<file path="src/design/cbm2_loader_pkg.sv">
package cbm2_loader_pkg;

	// Address space of the shared RAM with the 64K bank in bits 24..16
	typedef logic [24:0] ram_addr_t;
	typedef logic [7:0]  byte_t;

	// Download index as sent by the host
	// Whole byte for slots 1..9 or sub-select plus file slot for system images
	typedef union packed {
		byte_t raw;
		struct packed {
			logic [1:0] sub;
			logic [5:0] slot;
		} f;
	} dl_index_u;

	// ==========================================================
	// Download slots
	// ==========================================================
	localparam byte_t SLOT_P500    = 8'd1;
	localparam byte_t SLOT_B6X0    = 8'd2;
	localparam byte_t SLOT_B7X0    = 8'd3;
	localparam byte_t SLOT_EXT2000 = 8'd4;
	localparam byte_t SLOT_EXT4000 = 8'd5;
	localparam byte_t SLOT_EXT6000 = 8'd6;
	localparam byte_t SLOT_DRV4040 = 8'd7;
	localparam byte_t SLOT_DRV8250 = 8'd8;
	localparam byte_t SLOT_PRG     = 8'd9;

	// ==========================================================
	// ROM load windows
	// ==========================================================
	localparam ram_addr_t BASE_P500    = 25'h102_0000;
	localparam ram_addr_t BASE_B6X0    = 25'h100_0000;
	localparam ram_addr_t BASE_B7X0    = 25'h101_0000;
	localparam ram_addr_t BASE_EXT2000 = 25'h103_2000;
	localparam ram_addr_t BASE_EXT4000 = 25'h103_4000;
	localparam ram_addr_t BASE_EXT6000 = 25'h103_6000;

	// Bytes past these counts are dropped
	localparam logic [15:0] LIMIT_SYS_ROM = 16'hB000;
	localparam logic [15:0] LIMIT_EXT_ROM = 16'h2000;

	// Character generator lives at $A000-$AFFF of the system image
	localparam logic [3:0] CHRGEN_NIBBLE = 4'hA;

	localparam int DRV_ROM_LIMIT_BITS = 15;

	// ==========================================================
	// Bank 15 zero page and BASIC pointers
	// ==========================================================
	localparam ram_addr_t ZP_BANK15      = 25'h00F_0000;
	localparam byte_t     PTR_TXTTAB_LO  = 8'h2D;
	localparam byte_t     PTR_TXTTAB_HI  = 8'h2E;
	localparam byte_t     PTR_TXTEND_LO  = 8'h2F;
	localparam byte_t     PTR_TXTEND_HI  = 8'h30;

	// ==========================================================
	// Erase ranges
	// ==========================================================
	localparam ram_addr_t ERASE_END_ZP    = 25'h00F_0FFF;
	localparam ram_addr_t ERASE_VID_START = 25'h00F_D000;
	localparam ram_addr_t ERASE_END_ALL   = 25'h00F_D7FF;

	// Last main RAM byte per size and model
	localparam ram_addr_t RAM_TOP_128P = 25'h001_FFFF;
	localparam ram_addr_t RAM_TOP_128B = 25'h002_FFFF;
	localparam ram_addr_t RAM_TOP_256P = 25'h003_FFFF;
	localparam ram_addr_t RAM_TOP_256B = 25'h004_FFFF;

	typedef enum logic [1:0] {
		NONE  = 2'd0,
		SHORT = 2'd1,
		FULL  = 2'd2
	} erase_mode_e;

endpackage

</file>
<file path="src/design/rom_loader.sv">
`timescale 1ns/1ps

module rom_loader (
	input  logic                      clk_sys,
	input  logic                      RESET,
	input  logic                      ioctl_wr_i,
	input  cbm2_loader_pkg::ram_addr_t ioctl_addr_i,
	input  cbm2_loader_pkg::byte_t    ioctl_data_i,
	input  cbm2_loader_pkg::byte_t    ioctl_index_i,
	input  logic                      ioctl_download_i,
	input  logic                      model_i,
	input  logic                      grant_i,
	output logic                      req_o,
	output cbm2_loader_pkg::ram_addr_t addr_o,
	output cbm2_loader_pkg::byte_t    data_o,
	output logic                      chrgen_wr_o,
	output logic                      drv_rom_wr_o,
	output logic                      drv_rom_sel_o,
	output logic [2:0]                extbankrom_o,
	output logic                      prg_done_o,
	output logic [15:0]               prg_start_o,
	output logic [15:0]               prg_end_o
);
	import cbm2_loader_pkg::*;

	dl_index_u idx;
	logic      is_rom;
	logic      rom_slot0;
	logic      ld_p500, ld_b6x0, ld_b7x0;
	logic      ld_ext2000, ld_ext4000, ld_ext6000;
	logic      ld_4040, ld_8250, ld_prg;
	logic      ext_sel, sys_sel;
	logic      in_ext_limit, in_sys_limit;
	logic      win_start, load_byte;
	logic      dl_q;
	ram_addr_t base_addr;

	// ==========================================================
	// Index decode
	// ==========================================================
	assign idx       = dl_index_u'(ioctl_index_i);
	assign is_rom    = idx.f.slot < 6'd7;
	assign rom_slot0 = is_rom && idx.f.slot == 6'd0;

	// Slot 0 with a sub-select comes from the system ROM menu entries
	assign ld_p500    = idx.raw == SLOT_P500 || (rom_slot0 && idx.f.sub == 2'd0);
	assign ld_b6x0    = idx.raw == SLOT_B6X0 || (rom_slot0 && idx.f.sub == 2'd1);
	assign ld_b7x0    = idx.raw == SLOT_B7X0 || (rom_slot0 && idx.f.sub == 2'd2);
	assign ld_ext2000 = idx.raw == SLOT_EXT2000;
	assign ld_ext4000 = idx.raw == SLOT_EXT4000;
	assign ld_ext6000 = idx.raw == SLOT_EXT6000;
	assign ld_4040    = idx.raw == SLOT_DRV4040;
	assign ld_8250    = idx.raw == SLOT_DRV8250;
	assign ld_prg     = idx.raw == SLOT_PRG;

	assign ext_sel      = ld_ext2000 || ld_ext4000 || ld_ext6000;
	assign sys_sel      = ld_p500 || ld_b6x0 || ld_b7x0;
	assign in_ext_limit = ioctl_addr_i < ram_addr_t'(LIMIT_EXT_ROM);
	assign in_sys_limit = ioctl_addr_i < ram_addr_t'(LIMIT_SYS_ROM);

	assign win_start = ioctl_wr_i && (ext_sel || sys_sel) && ioctl_addr_i == '0;

	// PRG payload starts after the two header bytes
	assign load_byte = ioctl_wr_i && ((ext_sel && in_ext_limit) || (sys_sel && in_sys_limit)
		|| (ld_prg && ioctl_addr_i[24:1] != '0));

	always_comb begin
		base_addr = BASE_P500;
		if (ld_b6x0)
			base_addr = BASE_B6X0;
		else if (ld_b7x0)
			base_addr = BASE_B7X0;
		else if (ld_ext2000)
			base_addr = BASE_EXT2000;
		else if (ld_ext4000)
			base_addr = BASE_EXT4000;
		else if (ld_ext6000)
			base_addr = BASE_EXT6000;
	end

	// ==========================================================
	// Request and strobes
	// ==========================================================
	always_ff @(posedge clk_sys) begin
		if (RESET) begin
			req_o         <= 1'b0;
			chrgen_wr_o   <= 1'b0;
			drv_rom_wr_o  <= 1'b0;
			drv_rom_sel_o <= 1'b0;
			extbankrom_o  <= 3'b000;
			prg_done_o    <= 1'b0;
			dl_q          <= 1'b0;
		end else begin
			dl_q       <= ioctl_download_i;
			prg_done_o <= dl_q && !ioctl_download_i && ld_prg;

			if (grant_i)
				req_o <= 1'b0;
			if (load_byte)
				req_o <= 1'b1;

			chrgen_wr_o <= ioctl_wr_i && (ld_b6x0 || ld_b7x0) && in_sys_limit
				&& ioctl_addr_i[15:12] == CHRGEN_NIBBLE;

			// Drive images only fill the lower 32K
			drv_rom_wr_o  <= (ld_4040 || ld_8250) && ioctl_download_i && ioctl_wr_i
				&& ioctl_addr_i[24:DRV_ROM_LIMIT_BITS] == '0;
			drv_rom_sel_o <= ld_4040;

			extbankrom_o <= extbankrom_o | {ioctl_wr_i && ld_ext6000,
				ioctl_wr_i && ld_ext4000, ioctl_wr_i && ld_ext2000};
		end
	end

	// Load address, byte and BASIC pointers
	always_ff @(posedge clk_sys) begin
		if (grant_i)
			addr_o <= addr_o + 1'b1;
		if (win_start)
			addr_o <= base_addr;
		if (ioctl_wr_i && ld_prg) begin
			if (ioctl_addr_i == '0) begin
				addr_o[24:16]    <= {8'd0, model_i};
				addr_o[7:0]      <= ioctl_data_i;
				prg_start_o[7:0] <= ioctl_data_i;
				prg_end_o[7:0]   <= ioctl_data_i;
			end else if (ioctl_addr_i == ram_addr_t'(1)) begin
				addr_o[15:8]      <= ioctl_data_i;
				prg_start_o[15:8] <= ioctl_data_i;
				prg_end_o[15:8]   <= ioctl_data_i;
			end else begin
				prg_end_o <= prg_end_o + 1'b1;
			end
		end
		if (load_byte)
			data_o <= ioctl_data_i;
	end

endmodule

</file>
<file path="src/design/prg_injector.sv">
`timescale 1ns/1ps

module prg_injector (
	input  logic                      clk_sys,
	input  logic                      RESET,
	input  logic                      prg_done_i,
	input  logic [15:0]               prg_start_i,
	input  logic [15:0]               prg_end_i,
	input  logic                      grant_i,
	output logic                      req_o,
	output cbm2_loader_pkg::ram_addr_t addr_o,
	output cbm2_loader_pkg::byte_t    data_o
);
	import cbm2_loader_pkg::*;

	logic busy_q;

	// Walks zero page of bank 15, stopping only at the four BASIC pointers
	always_ff @(posedge clk_sys) begin
		if (RESET) begin
			busy_q <= 1'b0;
			req_o  <= 1'b0;
		end else begin
			if (prg_done_i && !busy_q)
				busy_q <= 1'b1;
			if (grant_i)
				req_o <= 1'b0;
			else if (busy_q && !req_o) begin
				if (addr_o[8])
					busy_q <= 1'b0;
				else if (addr_o[7:0] inside {PTR_TXTTAB_LO, PTR_TXTTAB_HI,
						PTR_TXTEND_LO, PTR_TXTEND_HI})
					req_o <= 1'b1;
			end
		end
	end

	always_ff @(posedge clk_sys) begin
		if (prg_done_i && !busy_q)
			addr_o <= ZP_BANK15;
		else if (grant_i)
			addr_o <= addr_o + 1'b1;
		else if (busy_q && !req_o && !addr_o[8]) begin
			case (addr_o[7:0])
				PTR_TXTTAB_LO: data_o <= prg_start_i[7:0];
				PTR_TXTTAB_HI: data_o <= prg_start_i[15:8];
				PTR_TXTEND_LO: data_o <= prg_end_i[7:0];
				PTR_TXTEND_HI: data_o <= prg_end_i[15:8];
				// Skip the rest of zero page
				default:       addr_o <= addr_o + 1'b1;
			endcase
		end
	end

endmodule

</file>
<file path="src/design/ram_eraser.sv">
`timescale 1ns/1ps

module ram_eraser #(
	parameter int ERASE_PACE_BITS = 5
) (
	input  logic                        clk_sys,
	input  logic                        RESET,
	input  cbm2_loader_pkg::erase_mode_e erase_mode_i,
	input  logic                        model_i,
	input  logic [1:0]                  ramsize_i,
	input  logic                        grant_i,
	output logic                        req_o,
	output cbm2_loader_pkg::ram_addr_t  addr_o,
	output cbm2_loader_pkg::byte_t      data_o,
	output logic                        erasing_o
);
	import cbm2_loader_pkg::*;

	erase_mode_e                mode_q;
	erase_mode_e                mode_in_q;
	logic [ERASE_PACE_BITS-1:0] pace_q;
	logic                       start;
	logic                       at_top;
	logic                       done;
	ram_addr_t                  ram_top;
	ram_addr_t                  next_addr;

	// New request only on a change away from NONE
	assign start     = mode_q == NONE && mode_in_q == NONE && erase_mode_i != NONE;
	assign erasing_o = mode_q != NONE;
	assign data_o    = {8{addr_o[14] ^ addr_o[3] ^ addr_o[2]}};

	always_comb begin
		case (ramsize_i[0])
			1'b0:    ram_top = model_i ? RAM_TOP_128B : RAM_TOP_128P;
			default: ram_top = model_i ? RAM_TOP_256B : RAM_TOP_256P;
		endcase
	end

	// 896K has no gap up to bank 15
	assign at_top = !ramsize_i[1] && addr_o == ram_top;

	always_comb begin
		done      = 1'b0;
		next_addr = addr_o + 1'b1;
		if (at_top)
			next_addr = ZP_BANK15;
		else if (mode_q == SHORT && addr_o == ERASE_END_ZP)
			next_addr = ERASE_VID_START;
		else if (addr_o == ERASE_END_ALL)
			done = 1'b1;
	end

	always_ff @(posedge clk_sys) begin
		if (RESET) begin
			mode_q    <= NONE;
			mode_in_q <= NONE;
			req_o     <= 1'b0;
			pace_q    <= '0;
		end else begin
			mode_in_q <= erase_mode_i;
			if (start)
				mode_q <= erase_mode_i;
			// Pace writes so CPU slots are not starved
			if (mode_q != NONE && !req_o) begin
				pace_q <= pace_q + 1'b1;
				if (&pace_q)
					req_o <= 1'b1;
			end
			if (grant_i) begin
				req_o <= 1'b0;
				if (done)
					mode_q <= NONE;
			end
		end
	end

	always_ff @(posedge clk_sys) begin
		if (start)
			addr_o <= (erase_mode_i == FULL) ? {8'd0, model_i, 16'd0} : ZP_BANK15;
		else if (grant_i)
			addr_o <= next_addr;
	end

endmodule

</file>
<file path="src/design/io_cycle_port.sv">
`timescale 1ns/1ps

module io_cycle_port (
	input  logic                      clk_sys,
	input  logic                      RESET,
	input  logic                      io_cycle_i,
	input  logic                      erase_req_i,
	input  cbm2_loader_pkg::ram_addr_t erase_addr_i,
	input  cbm2_loader_pkg::byte_t    erase_data_i,
	input  logic                      inj_req_i,
	input  cbm2_loader_pkg::ram_addr_t inj_addr_i,
	input  cbm2_loader_pkg::byte_t    inj_data_i,
	input  logic                      load_req_i,
	input  cbm2_loader_pkg::ram_addr_t load_addr_i,
	input  cbm2_loader_pkg::byte_t    load_data_i,
	output logic                      erase_grant_o,
	output logic                      inj_grant_o,
	output logic                      load_grant_o,
	input  cbm2_loader_pkg::ram_addr_t cpu_addr_i,
	input  logic                      cpu_ce_i,
	input  logic                      cpu_we_i,
	input  cbm2_loader_pkg::byte_t    cpu_data_i,
	output cbm2_loader_pkg::ram_addr_t ram_addr_o,
	output logic                      ram_ce_o,
	output logic                      ram_we_o,
	output cbm2_loader_pkg::byte_t    ram_data_o
);
	import cbm2_loader_pkg::*;

	logic      io_q;
	logic      io_fall;
	logic      io_rise;
	logic      ce_q;
	logic      we_q;
	ram_addr_t addr_q;
	byte_t     data_q;

	assign io_fall = io_q && !io_cycle_i;
	assign io_rise = !io_q && io_cycle_i;

	// Eraser wins over injector, injector over loader
	assign erase_grant_o = io_fall && erase_req_i;
	assign inj_grant_o   = io_fall && inj_req_i && !erase_req_i;
	assign load_grant_o  = io_fall && load_req_i && !erase_req_i && !inj_req_i;

	always_ff @(posedge clk_sys) begin
		if (RESET) begin
			io_q <= 1'b0;
			ce_q <= 1'b0;
			we_q <= 1'b0;
		end else begin
			io_q <= io_cycle_i;
			if (io_fall) begin
				ce_q <= 1'b1;
				// Empty slot becomes a plain read
				we_q <= erase_req_i || inj_req_i || load_req_i;
			end else if (io_rise) begin
				ce_q <= 1'b0;
			end
		end
	end

	always_ff @(posedge clk_sys) begin
		if (erase_grant_o) begin
			addr_q <= erase_addr_i;
			data_q <= erase_data_i;
		end else if (inj_grant_o) begin
			addr_q <= inj_addr_i;
			data_q <= inj_data_i;
		end else if (load_grant_o) begin
			addr_q <= load_addr_i;
			data_q <= load_data_i;
		end
	end

	// I/O slot owns the bus while io_cycle_i is high
	assign ram_addr_o = io_cycle_i ? addr_q : cpu_addr_i;
	assign ram_ce_o   = io_cycle_i ? ce_q   : cpu_ce_i;
	assign ram_we_o   = io_cycle_i ? we_q   : cpu_we_i;
	assign ram_data_o = io_cycle_i ? data_q : cpu_data_i;

endmodule

</file>
<file path="src/design/cbm2_loader.sv">
`timescale 1ns/1ps

module cbm2_loader #(
	parameter int ERASE_PACE_BITS = 5
) (
	input  logic                        clk_sys,
	input  logic                        RESET,
	input  logic                        ioctl_wr_i,
	input  cbm2_loader_pkg::ram_addr_t  ioctl_addr_i,
	input  cbm2_loader_pkg::byte_t      ioctl_data_i,
	input  cbm2_loader_pkg::byte_t      ioctl_index_i,
	input  logic                        ioctl_download_i,
	output logic                        ioctl_wait_o,
	input  logic                        model_i,
	input  logic [1:0]                  ramsize_i,
	input  cbm2_loader_pkg::erase_mode_e erase_mode_i,
	input  logic                        io_cycle_i,
	input  cbm2_loader_pkg::ram_addr_t  cpu_addr_i,
	input  logic                        cpu_ce_i,
	input  logic                        cpu_we_i,
	input  cbm2_loader_pkg::byte_t      cpu_data_i,
	output cbm2_loader_pkg::ram_addr_t  ram_addr_o,
	output logic                        ram_ce_o,
	output logic                        ram_we_o,
	output cbm2_loader_pkg::byte_t      ram_data_o,
	output logic                        chrgen_wr_o,
	output logic                        drv_rom_wr_o,
	output logic                        drv_rom_sel_o,
	output logic [2:0]                  extbankrom_o,
	output logic                        erasing_o
);
	import cbm2_loader_pkg::*;

	logic        load_req, load_grant;
	ram_addr_t   load_addr;
	byte_t       load_data;
	logic        inj_req, inj_grant;
	ram_addr_t   inj_addr;
	byte_t       inj_data;
	logic        erase_req, erase_grant;
	ram_addr_t   erase_addr;
	byte_t       erase_data;
	logic        prg_done;
	logic [15:0] prg_start, prg_end;

	// Host holds off while a loader byte waits for its slot
	assign ioctl_wait_o = load_req;

	// ==========================================================
	// Write sources
	// ==========================================================
	rom_loader i_rom_loader (
		.clk_sys, .RESET, .ioctl_wr_i, .ioctl_addr_i, .ioctl_data_i, .ioctl_index_i,
		.ioctl_download_i, .model_i, .grant_i(load_grant), .req_o(load_req),
		.addr_o(load_addr), .data_o(load_data), .chrgen_wr_o, .drv_rom_wr_o, .drv_rom_sel_o,
		.extbankrom_o, .prg_done_o(prg_done), .prg_start_o(prg_start), .prg_end_o(prg_end)
	);

	prg_injector i_prg_injector (
		.clk_sys, .RESET, .prg_done_i(prg_done), .prg_start_i(prg_start),
		.prg_end_i(prg_end), .grant_i(inj_grant), .req_o(inj_req),
		.addr_o(inj_addr), .data_o(inj_data)
	);

	ram_eraser #(.ERASE_PACE_BITS(ERASE_PACE_BITS)) i_ram_eraser (
		.clk_sys, .RESET, .erase_mode_i, .model_i, .ramsize_i, .grant_i(erase_grant),
		.req_o(erase_req), .addr_o(erase_addr), .data_o(erase_data), .erasing_o
	);

	// ==========================================================
	// RAM bus
	// ==========================================================
	io_cycle_port i_io_cycle_port (
		.clk_sys, .RESET, .io_cycle_i,
		.erase_req_i(erase_req), .erase_addr_i(erase_addr), .erase_data_i(erase_data),
		.inj_req_i(inj_req), .inj_addr_i(inj_addr), .inj_data_i(inj_data),
		.load_req_i(load_req), .load_addr_i(load_addr), .load_data_i(load_data),
		.erase_grant_o(erase_grant), .inj_grant_o(inj_grant), .load_grant_o(load_grant),
		.cpu_addr_i, .cpu_ce_i, .cpu_we_i, .cpu_data_i,
		.ram_addr_o, .ram_ce_o, .ram_we_o, .ram_data_o
	);

endmodule

</file>
<file path="config.mk">
export PLATFORM = sky130hd
export DESIGN_NAME = cbm2_loader
export DESIGN_NICKNAME = d
export VERILOG_FILES = /design/src/design/cbm2_loader_pkg.sv /design/src/design/rom_loader.sv /design/src/design/prg_injector.sv /design/src/design/ram_eraser.sv /design/src/design/io_cycle_port.sv /design/src/design/cbm2_loader.sv
export SDC_FILE = /design/constraint.sdc
export NUM_CORES = 1
export LEC_CHECK = 0
export BUFFER_PORTS_ARGS = -buffer_cell sky130_fd_sc_hd__buf_4
export CORE_AREA = 2 2 136 138
export DETAILED_ROUTE_END_ITERATION = 6
export DIE_AREA = 0 0 138 140
export PLACE_DENSITY = 0.86
export REMOVE_ABC_BUFFERS = 1
export SLEW_MARGIN = 10
export SYNTH_ARGS = -nofsm -noshare
export SYNTH_HDL_FRONTEND = slang
export SYNTH_SLANG_ARGS = --single-unit
</file>
<file path="constraint.sdc">
create_clock -name clk_sys -period 3.3 [get_ports clk_sys]
set_clock_uncertainty 0.15 [all_clocks]
set_input_delay 0.33 -clock clk_sys [delete_from_list [all_inputs] [get_ports clk_sys]]
set_output_delay 0.33 -clock clk_sys [all_outputs]
set_load 0.03 [all_outputs]
</file>
Word-level counts from Yosys, hierarchy flattened. Index checks and enable logic that the tools add are counted.

Flip-flop bits (word level): 180. Latch bits: 0. RAM bits: 0. Bits in read-only memories: 0. Input bits: 86. Output and inout port bits: 43. Word-level logic and storage cells: 203. Memories: 0.

Add/sub/neg operators: 5. Multiply operators: 0. Divide/modulo/power cells: 0. $lt $le $gt $ge: 3. Equality and inequality tests: 24. Shift-type cells: 0. Multiplexer cells: 51. Bitwise logic cells: 7. Reduce and logical (&&, ||, !) cells: 86.

Operator list (number): $mux 25 (19); $mux 8 (10); $add 25x1->25 const B (3); $eq 25x20->1 const B (2); $logic_and 1x1->1 (38); $eq 8x3->1 const B (4); $eq 8x6->1 const B (4); $pmux 8 s4 (1); $eq 25x1->1 const B (1); $eq 25x25->1 (1); $logic_not 25->1 (1); $lt 25x14->1 const B (1); $lt 25x16->1 const B (1); $reduce_bool 24->1 (1); $mux 20 (1); $mux 19 (1); $mux 18 (1); $mux 17 (1); $add 16x1->16 const B (1); $eq 8x2->1 const B (2); $eq 8x4->1 const B (2); $logic_or 1x1->1 (14); $mux 1 (13); $reduce_bool 2->1 (6); 24 further kinds (47).

Logic depth before layout (Yosys ltp). Gate-level depths: netlist of the first run.

Depth after elaboration: 13. Depth in mapped cells: 13. Depth with buffers taken out: 8.

By module. A second synthesis of the first run with hierarchy kept.

Cells, all modules: 920. Area total of the unflattened synthesis: 9823.2 sq um.

By module, submodules not included: rom_loader (instances 1, cells an instance 348, area each 3494.6 sq um, seq. area each 1881.8 sq um); io_cycle_port (instances 1, cells an instance 174, area each 2474.9 sq um, seq. area each 1051.0 sq um); ram_eraser (instances 1, cells an instance 197, area each 2011.9 sq um, seq. area each 950.9 sq um); prg_injector (instances 1, cells an instance 201, area each 1841.8 sq um, seq. area each 780.7 sq um).

Worst setup path before layout of the first run. No wires, ideal clock.

Kind: input to register. Start point: input port io_cycle_i. End point: register i_io_cycle_port.addr_q[0], enable pin. Setup time: 0.423 ns. Arrival: 2.870 ns. Required time: 2.727 ns. Path slack: -0.144 ns. Cell stages on the path: 8. Buffers on the path: 4. Path through: clkbuf_1 > buf_1 > inv_1 > ha_1 > buf_2 > inv_1 > clkbuf_1 > nor2_1.

Cells in the longest elaborated chain, start to end: 6. Elaborated cells between the ends (all ways): 9. Classes of those cells: reduce/logical: 9.

Ends and longest elaborated chain: start, declared (line cbm2_loader.sv:17) `input logic io_cycle_i,`; $logic_not 1->1 * (line io_cycle_port.sv:38) `assign io_fall = io_q && !io_cycle_i;`; $logic_and 1x1->1 * (line io_cycle_port.sv:38); named net i_io_cycle_port.io_fall (line io_cycle_port.sv:31) `logic io_fall;`; $logic_and 1x1->1 (3 in series) (line io_cycle_port.sv:44) `assign load_grant_o = io_fall && load_req_i && !erase_req_i && !inj_req_i;`; $reduce_bool 3->1 (no source line) *; end signal, assigned (line io_cycle_port.sv:65) `addr_q <= erase_addr_i;`; end signal, assigned (line io_cycle_port.sv:68) `addr_q <= inj_addr_i;`; end signal, assigned (line io_cycle_port.sv:71) `addr_q <= load_addr_i;`; end, declared (line io_cycle_port.sv:35) `ram_addr_t addr_q;`.

The timed path passes the listed nets; every way through them passes the cells marked *. A chain may end at the register's enable or synchronous reset.

Worst setup path in the final report of the first run.
Start point: register i_ram_eraser.addr_o[0]. End point: register i_ram_eraser.addr_o[23], data pin.

Cells in the longest elaborated chain, start to end: 6. Elaborated cells between the ends (all ways): 9. Classes of those cells: add/sub: 1; eq/ne: 2; mux: 4; reduce/logical: 2.

Ends and longest elaborated chain: start, declared (line ram_eraser.sv:13) `output cbm2_loader_pkg::ram_addr_t addr_o,`; start signal, assigned (line ram_eraser.sv:80) `addr_o <= (erase_mode_i == FULL) ? {8'd0, model_i, 16'd0} : ZP_BANK15;`; start signal, assigned (line ram_eraser.sv:82) `addr_o <= next_addr;`; branches (longest 3 deep; another with $add 25x1->25); $mux 25 * (line ram_eraser.sv:46) `if (at_top)`; $mux 25 * (line ram_eraser.sv:81) `else if (grant_i)`; $mux 25 * (line ram_eraser.sv:79) `if (start)`.

Every way passes the cells marked *. The select of a mux whose other input is x is not followed.

==> impl_metrics.csv, run 1 <==
group,metric,value,unit
run_status,status,"finished, final reports clean",
yosys,synth_area_leaders,"edfxtp_1 (35%), dfxtp_1 (16%), nand2_1 (4.9%), xor2_1 (4.5%), mux2_2 (4.4%)",
sta,fin_crit_sh,94.41,%
critical_path,crit_family,"simple AND/OR/NAND/NOR gates",
grt,grt_pass1_wl,36450,um
route,top_layer_used,"met4",
pwr,p_sw_share,23.77,%
critical_path,cp_max_fo,10,
yosys,post-synth-top-area-cell,"edfxtp_1",
route,met2_length,10950,um
yosys,syn_area_per_cell,9.890,um^2
critical_path,crit_path_end_kind,"register",
cts,cts_root_buf,"clkbuf_16",
pwr,p_clk_share,39.9,%
sta,worst_pin_slew,1.003,ns
grt,grt_max_degree,36,
cts,cts_buffer_depth,2,
grt,track_usage,23.62,%
sta,drv_slew,0,
yosys,ys.warnings.count,0,
pwr,switching_power,1.160,mW
cts,cts_num_sinks,180,
pwr,comb_power_share,8.9,%
sta,finalHoldViolations,0,
yosys,synth_top_area_share,34.83,%
cts,clk-insertion-delay-late,0.44,ns
cells_and_area,nFillCells,1405,
sta,rsz0062_at_grt,"no",
sta,slew_headroom,33.05,%
pwr,peakVddDrop,0.3783,mV
critical_path,cp_cell_sequence,"ha_1 -> nand4_2 -> or3_1 -> or3_1 -> o31ai_4 -> nand2b_1 -> buf_4 -> nor2_1",
grt,gr-total-overflow,0,
cells_and_area,design_area,11000,um^2
yosys,synth_cell_type_count,56,
critical_path,crit_type,"reg -> reg",
critical_path,cp_data_required_time,3.35,ns
route,drtIter0Drc,742,
job,cap_violations,0,
die,ioPinCount,129,
yosys,yosysSeqAreaShare,51.04,%
yosys,synthArstFlopShare,0,%
yosys,synth_ff_type,"edfxtp_1",
route,via_count,7566,
cells_and_area,nets,1150,
cts,post_cts_resize_count,0,
critical_path,worst_setup_path_start_kind,"register",
cells_and_area,layout_commonest_cell,"buf_4",
cells_and_area,regArea,4664,um^2
cts,cts_buffers,17,
route,first_pass_iters,5,
yosys,synth_cells,924,
die,core_area,17780,um^2
die,die_w,138,um
critical_path,worst-path-buf-inv,1,
sta,setup_viol,0,
cts,cts_tree,"yes",
cells_and_area,antennaDiodeCount,0,
cells_and_area,synthToLayoutAreaGrowth,20.39,%
pwr,p_int,3.720,mW
pwr,power.density,443.5,nW/um^2
cells_and_area,multi_input_area,4215,um^2
cells_and_area,drive_gt1_share,21.37,%
critical_path,crit_top_cell,"or3_1",
grt,antenna_found_initial,0,
die,initial_utilization,51.40,%
route,wl_met3,1949,um
placement,gp_congestion,0.9383,
cells_and_area,final_cell_mix,"buf_4 (150), nand2_1 (119), edfxtp_1 (106)",
critical_path,cpPeakStageDelay,0.54,ns
route,routed_wl,22760,um
route,antenna_violating_nets_post_route,0,
grt,grt_pass1_vias,7351,
sta,fmax,321.0,MHz
critical_path,arrival,3.16,ns
die,dieArea,19320,um^2
sta,period_minus_slack,3.116,ns
critical_path,critPathSlowestCell,"or3_1",
pwr,cellLeakagePower,4.049,nW
route,wl_met1,9215,um
die,chipHeight,140,um
pwr,seqPwrFrac,51.2,%
cts,path_clk_slew,0.07,ns
route,avgRoutedWirePerCell,17.56,um
sta,setup_tns,0,ns
die,rows,49,
route,remaining_drc_errors,0,
yosys,synth-seq-cells,180,
sta,fin_hold_ws,0.01684,ns
route,via_per_inst,5.838,
worst_hold_path,hp-class,"in -> reg",
yosys,synth_edf_count,106,
placement,dpl_cell_area,10350,um^2
placement,dp.final_hpwl,16160,um
cts,h-tree-depth,4,
yosys,synth.cell_area,9139,um^2
placement,port_buffers,128,
state kept, by name, summed over array words and instances, names as in the netlist, 2 cells and up:
name / count
i_rom_loader.prg_start_o: 16
i_io_cycle_port.addr_q: 25
i_ram_eraser.pace_q: 5
i_rom_loader.extbankrom_o: 3
i_ram_eraser.mode_in_q: 2
i_rom_loader.addr_o: 25
i_rom_loader.prg_end_o: 16
i_io_cycle_port.data_q: 8
i_rom_loader.data_o: 8
i_prg_injector.data_o: 8
i_prg_injector.addr_o: 25
i_ram_eraser.mode_q: 2
i_ram_eraser.addr_o: 25
path summary, 6_finish.rpt:
path                                                              end                                 start  cells past startpoint  slack, ns
worst min-delay path                  i_io_cycle_port.io_q$_SDFF_PP0_                            io_cycle_i                      3       0.02
worst min register to register     i_rom_loader.prg_done_o$_SDFF_PP0_          i_rom_loader.dl_q$_SDFF_PP0_                      1       0.31
worst max-delay path            i_ram_eraser.addr_o[23]$_SDFFCE_PP0P_  i_ram_eraser.addr_o[0]$_SDFFCE_PP0P_                      8       0.18
worst max register to register  i_ram_eraser.addr_o[23]$_SDFFCE_PP0P_  i_ram_eraser.addr_o[0]$_SDFFCE_PP0P_                      8       0.18
stage by stage:
step	worst slack, ns	std cells	utilization, %	power, mW
after floorplan	0.2601	876	-	2.751
after global placement	0.3366	1255	58.21	2.953
after detailed placement	0.2144	1255	58.21	2.968
after CTS	0.2018	1295	61.82	4.894
after global routing	0.06114	1296	61.88	5.031
final	0.1844	1296	61.88	4.880
cells by family after synthesis:
logic type / after synthesis / share of synthesized area, %
simple gates: 376 / 20.44
flops: 180 / 51.04
compound gates: 168 / 11.09
xor+xnor: 88 / 8.434
buf+inv: 63 / 2.861
mux: 39 / 4.765
fa+ha+maj: 10 / 1.369
synth_stat cells (3+ instances only):
cell type and count:
and2_1 6, nor4_1 10, nor2b_1 19, nand2_1 119
or3_1 11, edfxtp_1 106, nor2_1 77, nand3_1 30
and4_1 7, buf_2 6, nor3_1 24, clkbuf_1 35
or4_1 3, nor3b_1 3, xor2_1 47, o21ai_0 75
nand4_1 16, nor4b_1 4, mux2_2 36, inv_1 14
ha_1 10, nand2b_1 5, and3_1 29, mux2i_1 3
or2_2 4, dfxtp_1 74, a22oi_1 25, a21oi_1 41
a222oi_1 8, xnor2_1 41
area by class of cell:
type	instances	share of cell area, %
timing repair buffer	159	11.05
sequential	180	42.40
inverter	15	0.5118
tap	229	2.604
multi-input combinational	681	38.31
clock inverter	11	0.9212
clock buffer	21	4.197
worst register-to-register path, cell delays in order, from the launching register on:
cell and delay [ns]:
edfxtp_1 0.44, ha_1 0.27, nand4_2 0.16, or3_1 0.51
or3_1 0.54, o31ai_4 0.39, nand2b_1 0.18, buf_4 0.18
nor2_1 0.07
layer usage:
| layer | GRT usage [%] | vias to the layer above |
|---|---|---|
| met1 | 30.23 | 3584 |
| li1 | - | 3591 |
| met3 | 6.120 | 55 |
| met5 | 0 | - |
| met2 | 38.77 | 336 |
| met4 | 8.969 | 0 |
what timing repair did:
item                      CTS  global route
buffers inserted            0             0
hold endpoints to repair   17             1
hold buffers                8             1
power groups by stage:
stage	combinational, mW	sequential [mW]	clock, mW
after floorplan	0.226	2.52	0
after global placement	0.410	2.54	0
after detailed placement	0.422	2.55	0
after CTS	0.432	2.50	1.96
after global routing	0.468	2.51	2.06
final	0.433	2.50	1.95
(Power assumes the default switching activity.)
==> inputs of run 2 (changes only) <==
--- a/config.mk
+++ b/config.mk
@@ -6,10 +6,10 @@
 export NUM_CORES = 1
 export LEC_CHECK = 0
 export BUFFER_PORTS_ARGS = -buffer_cell sky130_fd_sc_hd__buf_4
-export CORE_AREA = 2 2 136 138
+export CORE_AREA = 2 2 132 134
 export DETAILED_ROUTE_END_ITERATION = 6
-export DIE_AREA = 0 0 138 140
-export PLACE_DENSITY = 0.86
+export DIE_AREA = 0 0 134 136
+export PLACE_DENSITY = 0.87
 export REMOVE_ABC_BUFFERS = 1
 export SLEW_MARGIN = 10
 export SYNTH_ARGS = -nofsm -noshare
==> constraint.sdc (replaced) <==
create_clock -name clk_sys -period 3.7 [get_ports clk_sys]
set_clock_uncertainty 0.15 [all_clocks]
set_input_delay 0.37 -clock clk_sys [delete_from_list [all_inputs] [get_ports clk_sys]]
set_output_delay 0.37 -clock clk_sys [all_outputs]
set_load 0.03 [all_outputs]
==> run 2 against run 1 <==
  * Worst hold slack better by 0.0092 ns
  * Critical path type unchanged
  * Sequential share of layout area increased by 0.62 points
  * Die area fell by 5.7%
  * Sequential power fell by 11%
  * Largest power group unchanged
  * Non-clock buffer count fell by 14
  * Flip-flop and latch count unchanged
  * First-iteration DRC count rose by 32%
  * Clock-buffer cell count grew 3
==> impl_metrics.csv, run 2 (synthesis results as in run 1) <==
group,metric,value,unit
critical_path,reg2reg_depth,7,
cts,post_cts_resize_count,0,
cts,h-tree-depth,4,
route,via_count,7631,
pwr,comb_power_share,8.8,%
pwr,finalPower,4.266,mW
route,antenna_violating_nets_post_route,0,
die,initial_utilization,54.15,%
grt,grt_pass1_wl,35660,um
critical_path,critPathSlowestCell,"nand2b_1",
pwr,p_clk_share,39.0,%
cells_and_area,multi_input_area,4215,um^2
pwr,p_sw_share,23.68,%
sta,finalHoldViolations,0,
grt,gr-total-overflow,0,
route,first_pass_iters,5,
critical_path,r2r_setup_slack,0.27,ns
cts,cts_buffer_depth,2,
pwr,cellLeakagePower,3.966,nW
cts,cts_tree,"yes",
route,via_per_inst,5.971,
sta,slew_headroom,29.73,%
placement,port_buffers,128,
grt,track_usage,24.87,%
critical_path,arrival,3.44,ns
critical_path,cp-startpoint,"i_ram_eraser.addr_o[0]$_SDFFCE_PP0P_",
cells_and_area,stdcell_count,1278,
cells_and_area,layout_commonest_cell,"buf_4",
die,rows,48,
cells_and_area,nFillCells,1280,
critical_path,cp_cell_sequence,"ha_1 -> nand4_2 -> or3_1 -> or3_1 -> o31ai_4 -> nand2b_1 -> nor2_1",
route,avgRoutedWirePerCell,17.76,um
sta,period_minus_slack,3.431,ns
placement,gp_congestion,0.9540,
critical_path,rr_endpoint,"i_ram_eraser.addr_o[6]$_SDFFCE_PP0P_",
placement,dp_cells,1245,
run_status,status,"finished, final reports clean",
die,dieArea,18220,um^2
critical_path,cpPeakStageDelay,0.58,ns
pwr,p_int,3.256,mW
placement,post-place-ws,0.3598,ns
cells_and_area,final_cell_mix,"buf_4 (144), nand2_1 (119), edfxtp_1 (106)",
cells_and_area,antennaDiodeCount,0,
die,chipHeight,136,um
sta,fmax,291.5,MHz
cts,path_clk_slew,0.06,ns
cells_and_area,synthToLayoutAreaGrowth,18.65,%
cells_and_area,drive_gt1_share,20.80,%
critical_path,cp_data_required_time,3.71,ns
sta,worst_pin_slew,1.040,ns
critical_path,cp_max_fo,16,
critical_path,crit_type,"reg -> reg",
route,drtIter0Drc,980,
sta,rsz0062_at_grt,"no",
sta,drv_slew,0,
pwr,seqPwrFrac,52.2,%
pwr,switching_power,1.010,mW
job,cap_violations,0,
pwr,peakVddDrop,0.3493,mV
grt,antenna_found_initial,0,
pwr,power.density,393.5,nW/um^2
cells_and_area,nets,1136,
cells_and_area,regArea,4664,um^2
sta,setup_tns,0,ns
critical_path,crit_top_cell,"or3_1",
sta,setup_viol,0,
cells_and_area,final_core_util,64.25,%
grt,grt_max_degree,36,
sta,fin_ws,0.2690,ns
cts,clk-insertion-delay-late,0.44,ns
critical_path,crit_end,"i_ram_eraser.addr_o[6]$_SDFFCE_PP0P_",
worst_hold_path,hp-class,"in -> reg",
grt,grt_pass1_vias,7270,
die,core_area,16880,um^2
cts,cts_setup_buffers,0,
route,remaining_drc_errors,0,
critical_path,rr_startpoint,"i_ram_eraser.addr_o[0]$_SDFFCE_PP0P_",
sta,fin_crit_sh,92.73,%
cts,cts_root_buf,"clkbuf_16",
cts,cts_buffers,17,
critical_path,crit_path_end_kind,"register",
placement,dp.final_hpwl,16100,um
route,routed_wl,22700,um
die,die_w,134,um
die,ioPinCount,129,
critical_path,worst_setup_path_start_kind,"register",
cts,cts_num_sinks,180,
[run 2: cell count changes in the layout (fill, tap and decap cells not counted)]
cell / previous run / this run
clkinv_1: 1 / 2
dlygate4sd3_1: 9 / 1
clkinv_2: 4 / 3
clkinv_4: 4 / 1
clkbuf_1: 3 / 5
bufinv_16: 1 / 0
buf_4: 150 / 144
clkbuf_8: 0 / 1
clkinvlp_4: 1 / 2
[run 2: per-layer routing]
metal / part of all wire (%) / track usage, %
met5: 0 / 0
met4: 3.2 / 11.29
met3: 8.6 / 4.810
met2: 48 / 41.74
met1: 40 / 31.30
[run 2: how the worst min path moves through the flow]
| stage | cells after the start | endpoint | from |
|---|---|---|---|
| floorplan | 1 | i_io_cycle_port.io_q$_SDFF_PP0_ | RESET |
| global placement | 1 | i_rom_loader.prg_done_o$_SDFF_PP0_ | i_rom_loader.dl_q$_SDFF_PP0_ |
| detailed placement | 1 | i_rom_loader.prg_done_o$_SDFF_PP0_ | i_rom_loader.dl_q$_SDFF_PP0_ |
| CTS | 2 | i_ram_eraser.mode_in_q[1]$_SDFF_PP0_ | erase_mode_i[1] |
| global route | 2 | i_ram_eraser.mode_in_q[1]$_SDFF_PP0_ | erase_mode_i[1] |
| finish | 2 | i_ram_eraser.mode_in_q[1]$_SDFF_PP0_ | erase_mode_i[1] |
[run 2: power groups by stage]
stage / registers (mW) / clock network, mW / logic [mW]
after global placement: 2.27 / 0 / 0.363
after detailed placement: 2.27 / 0 / 0.374
after floorplan: 2.25 / 0 / 0.202
after CTS: 2.23 / 1.66 / 0.377
final: 2.23 / 1.66 / 0.377
after global routing: 2.23 / 1.74 / 0.410
[run 2: timing repair]
item	4_1_cts	5_1_grt
endpoints found under the hold margin	1	0
hold buffers	1	0
endpoints found under the setup margin	0	0
[run 2: area by class of cell]
type | instances | share of cell area, %
Clock inverter | 8 | 0.4731
Inverter | 15 | 0.5193
Multi-Input combinational cell | 681 | 38.88
Timing Repair Buffer | 145 | 10.06
Sequential cell | 180 | 43.02
Clock buffer | 24 | 4.454
Tap cell | 225 | 2.596
[run 2: through the flow]
| step | hold WS (ns) | cell area (um^2) |
|---|---|---|
| after floorplan | 0.2867 | 8934 |
| after global placement | 0.2972 | 10300 |
| after detailed placement | 0.3097 | 10300 |
| after CTS | 0.02051 | 10840 |
| after global routing | 0.04237 | 10840 |
| final | 0.02608 | 10840 |
[run 2: worst max-delay path: cells and delay by family, from the launching register on]
family	cells	cell delay (ns)
AO/OA/AOI/OAI	1	0.39
AND/OR/NAND/NOR	5	1.93
adder cells (fa/ha/maj)	1	0.25
flip-flops	1	0.43
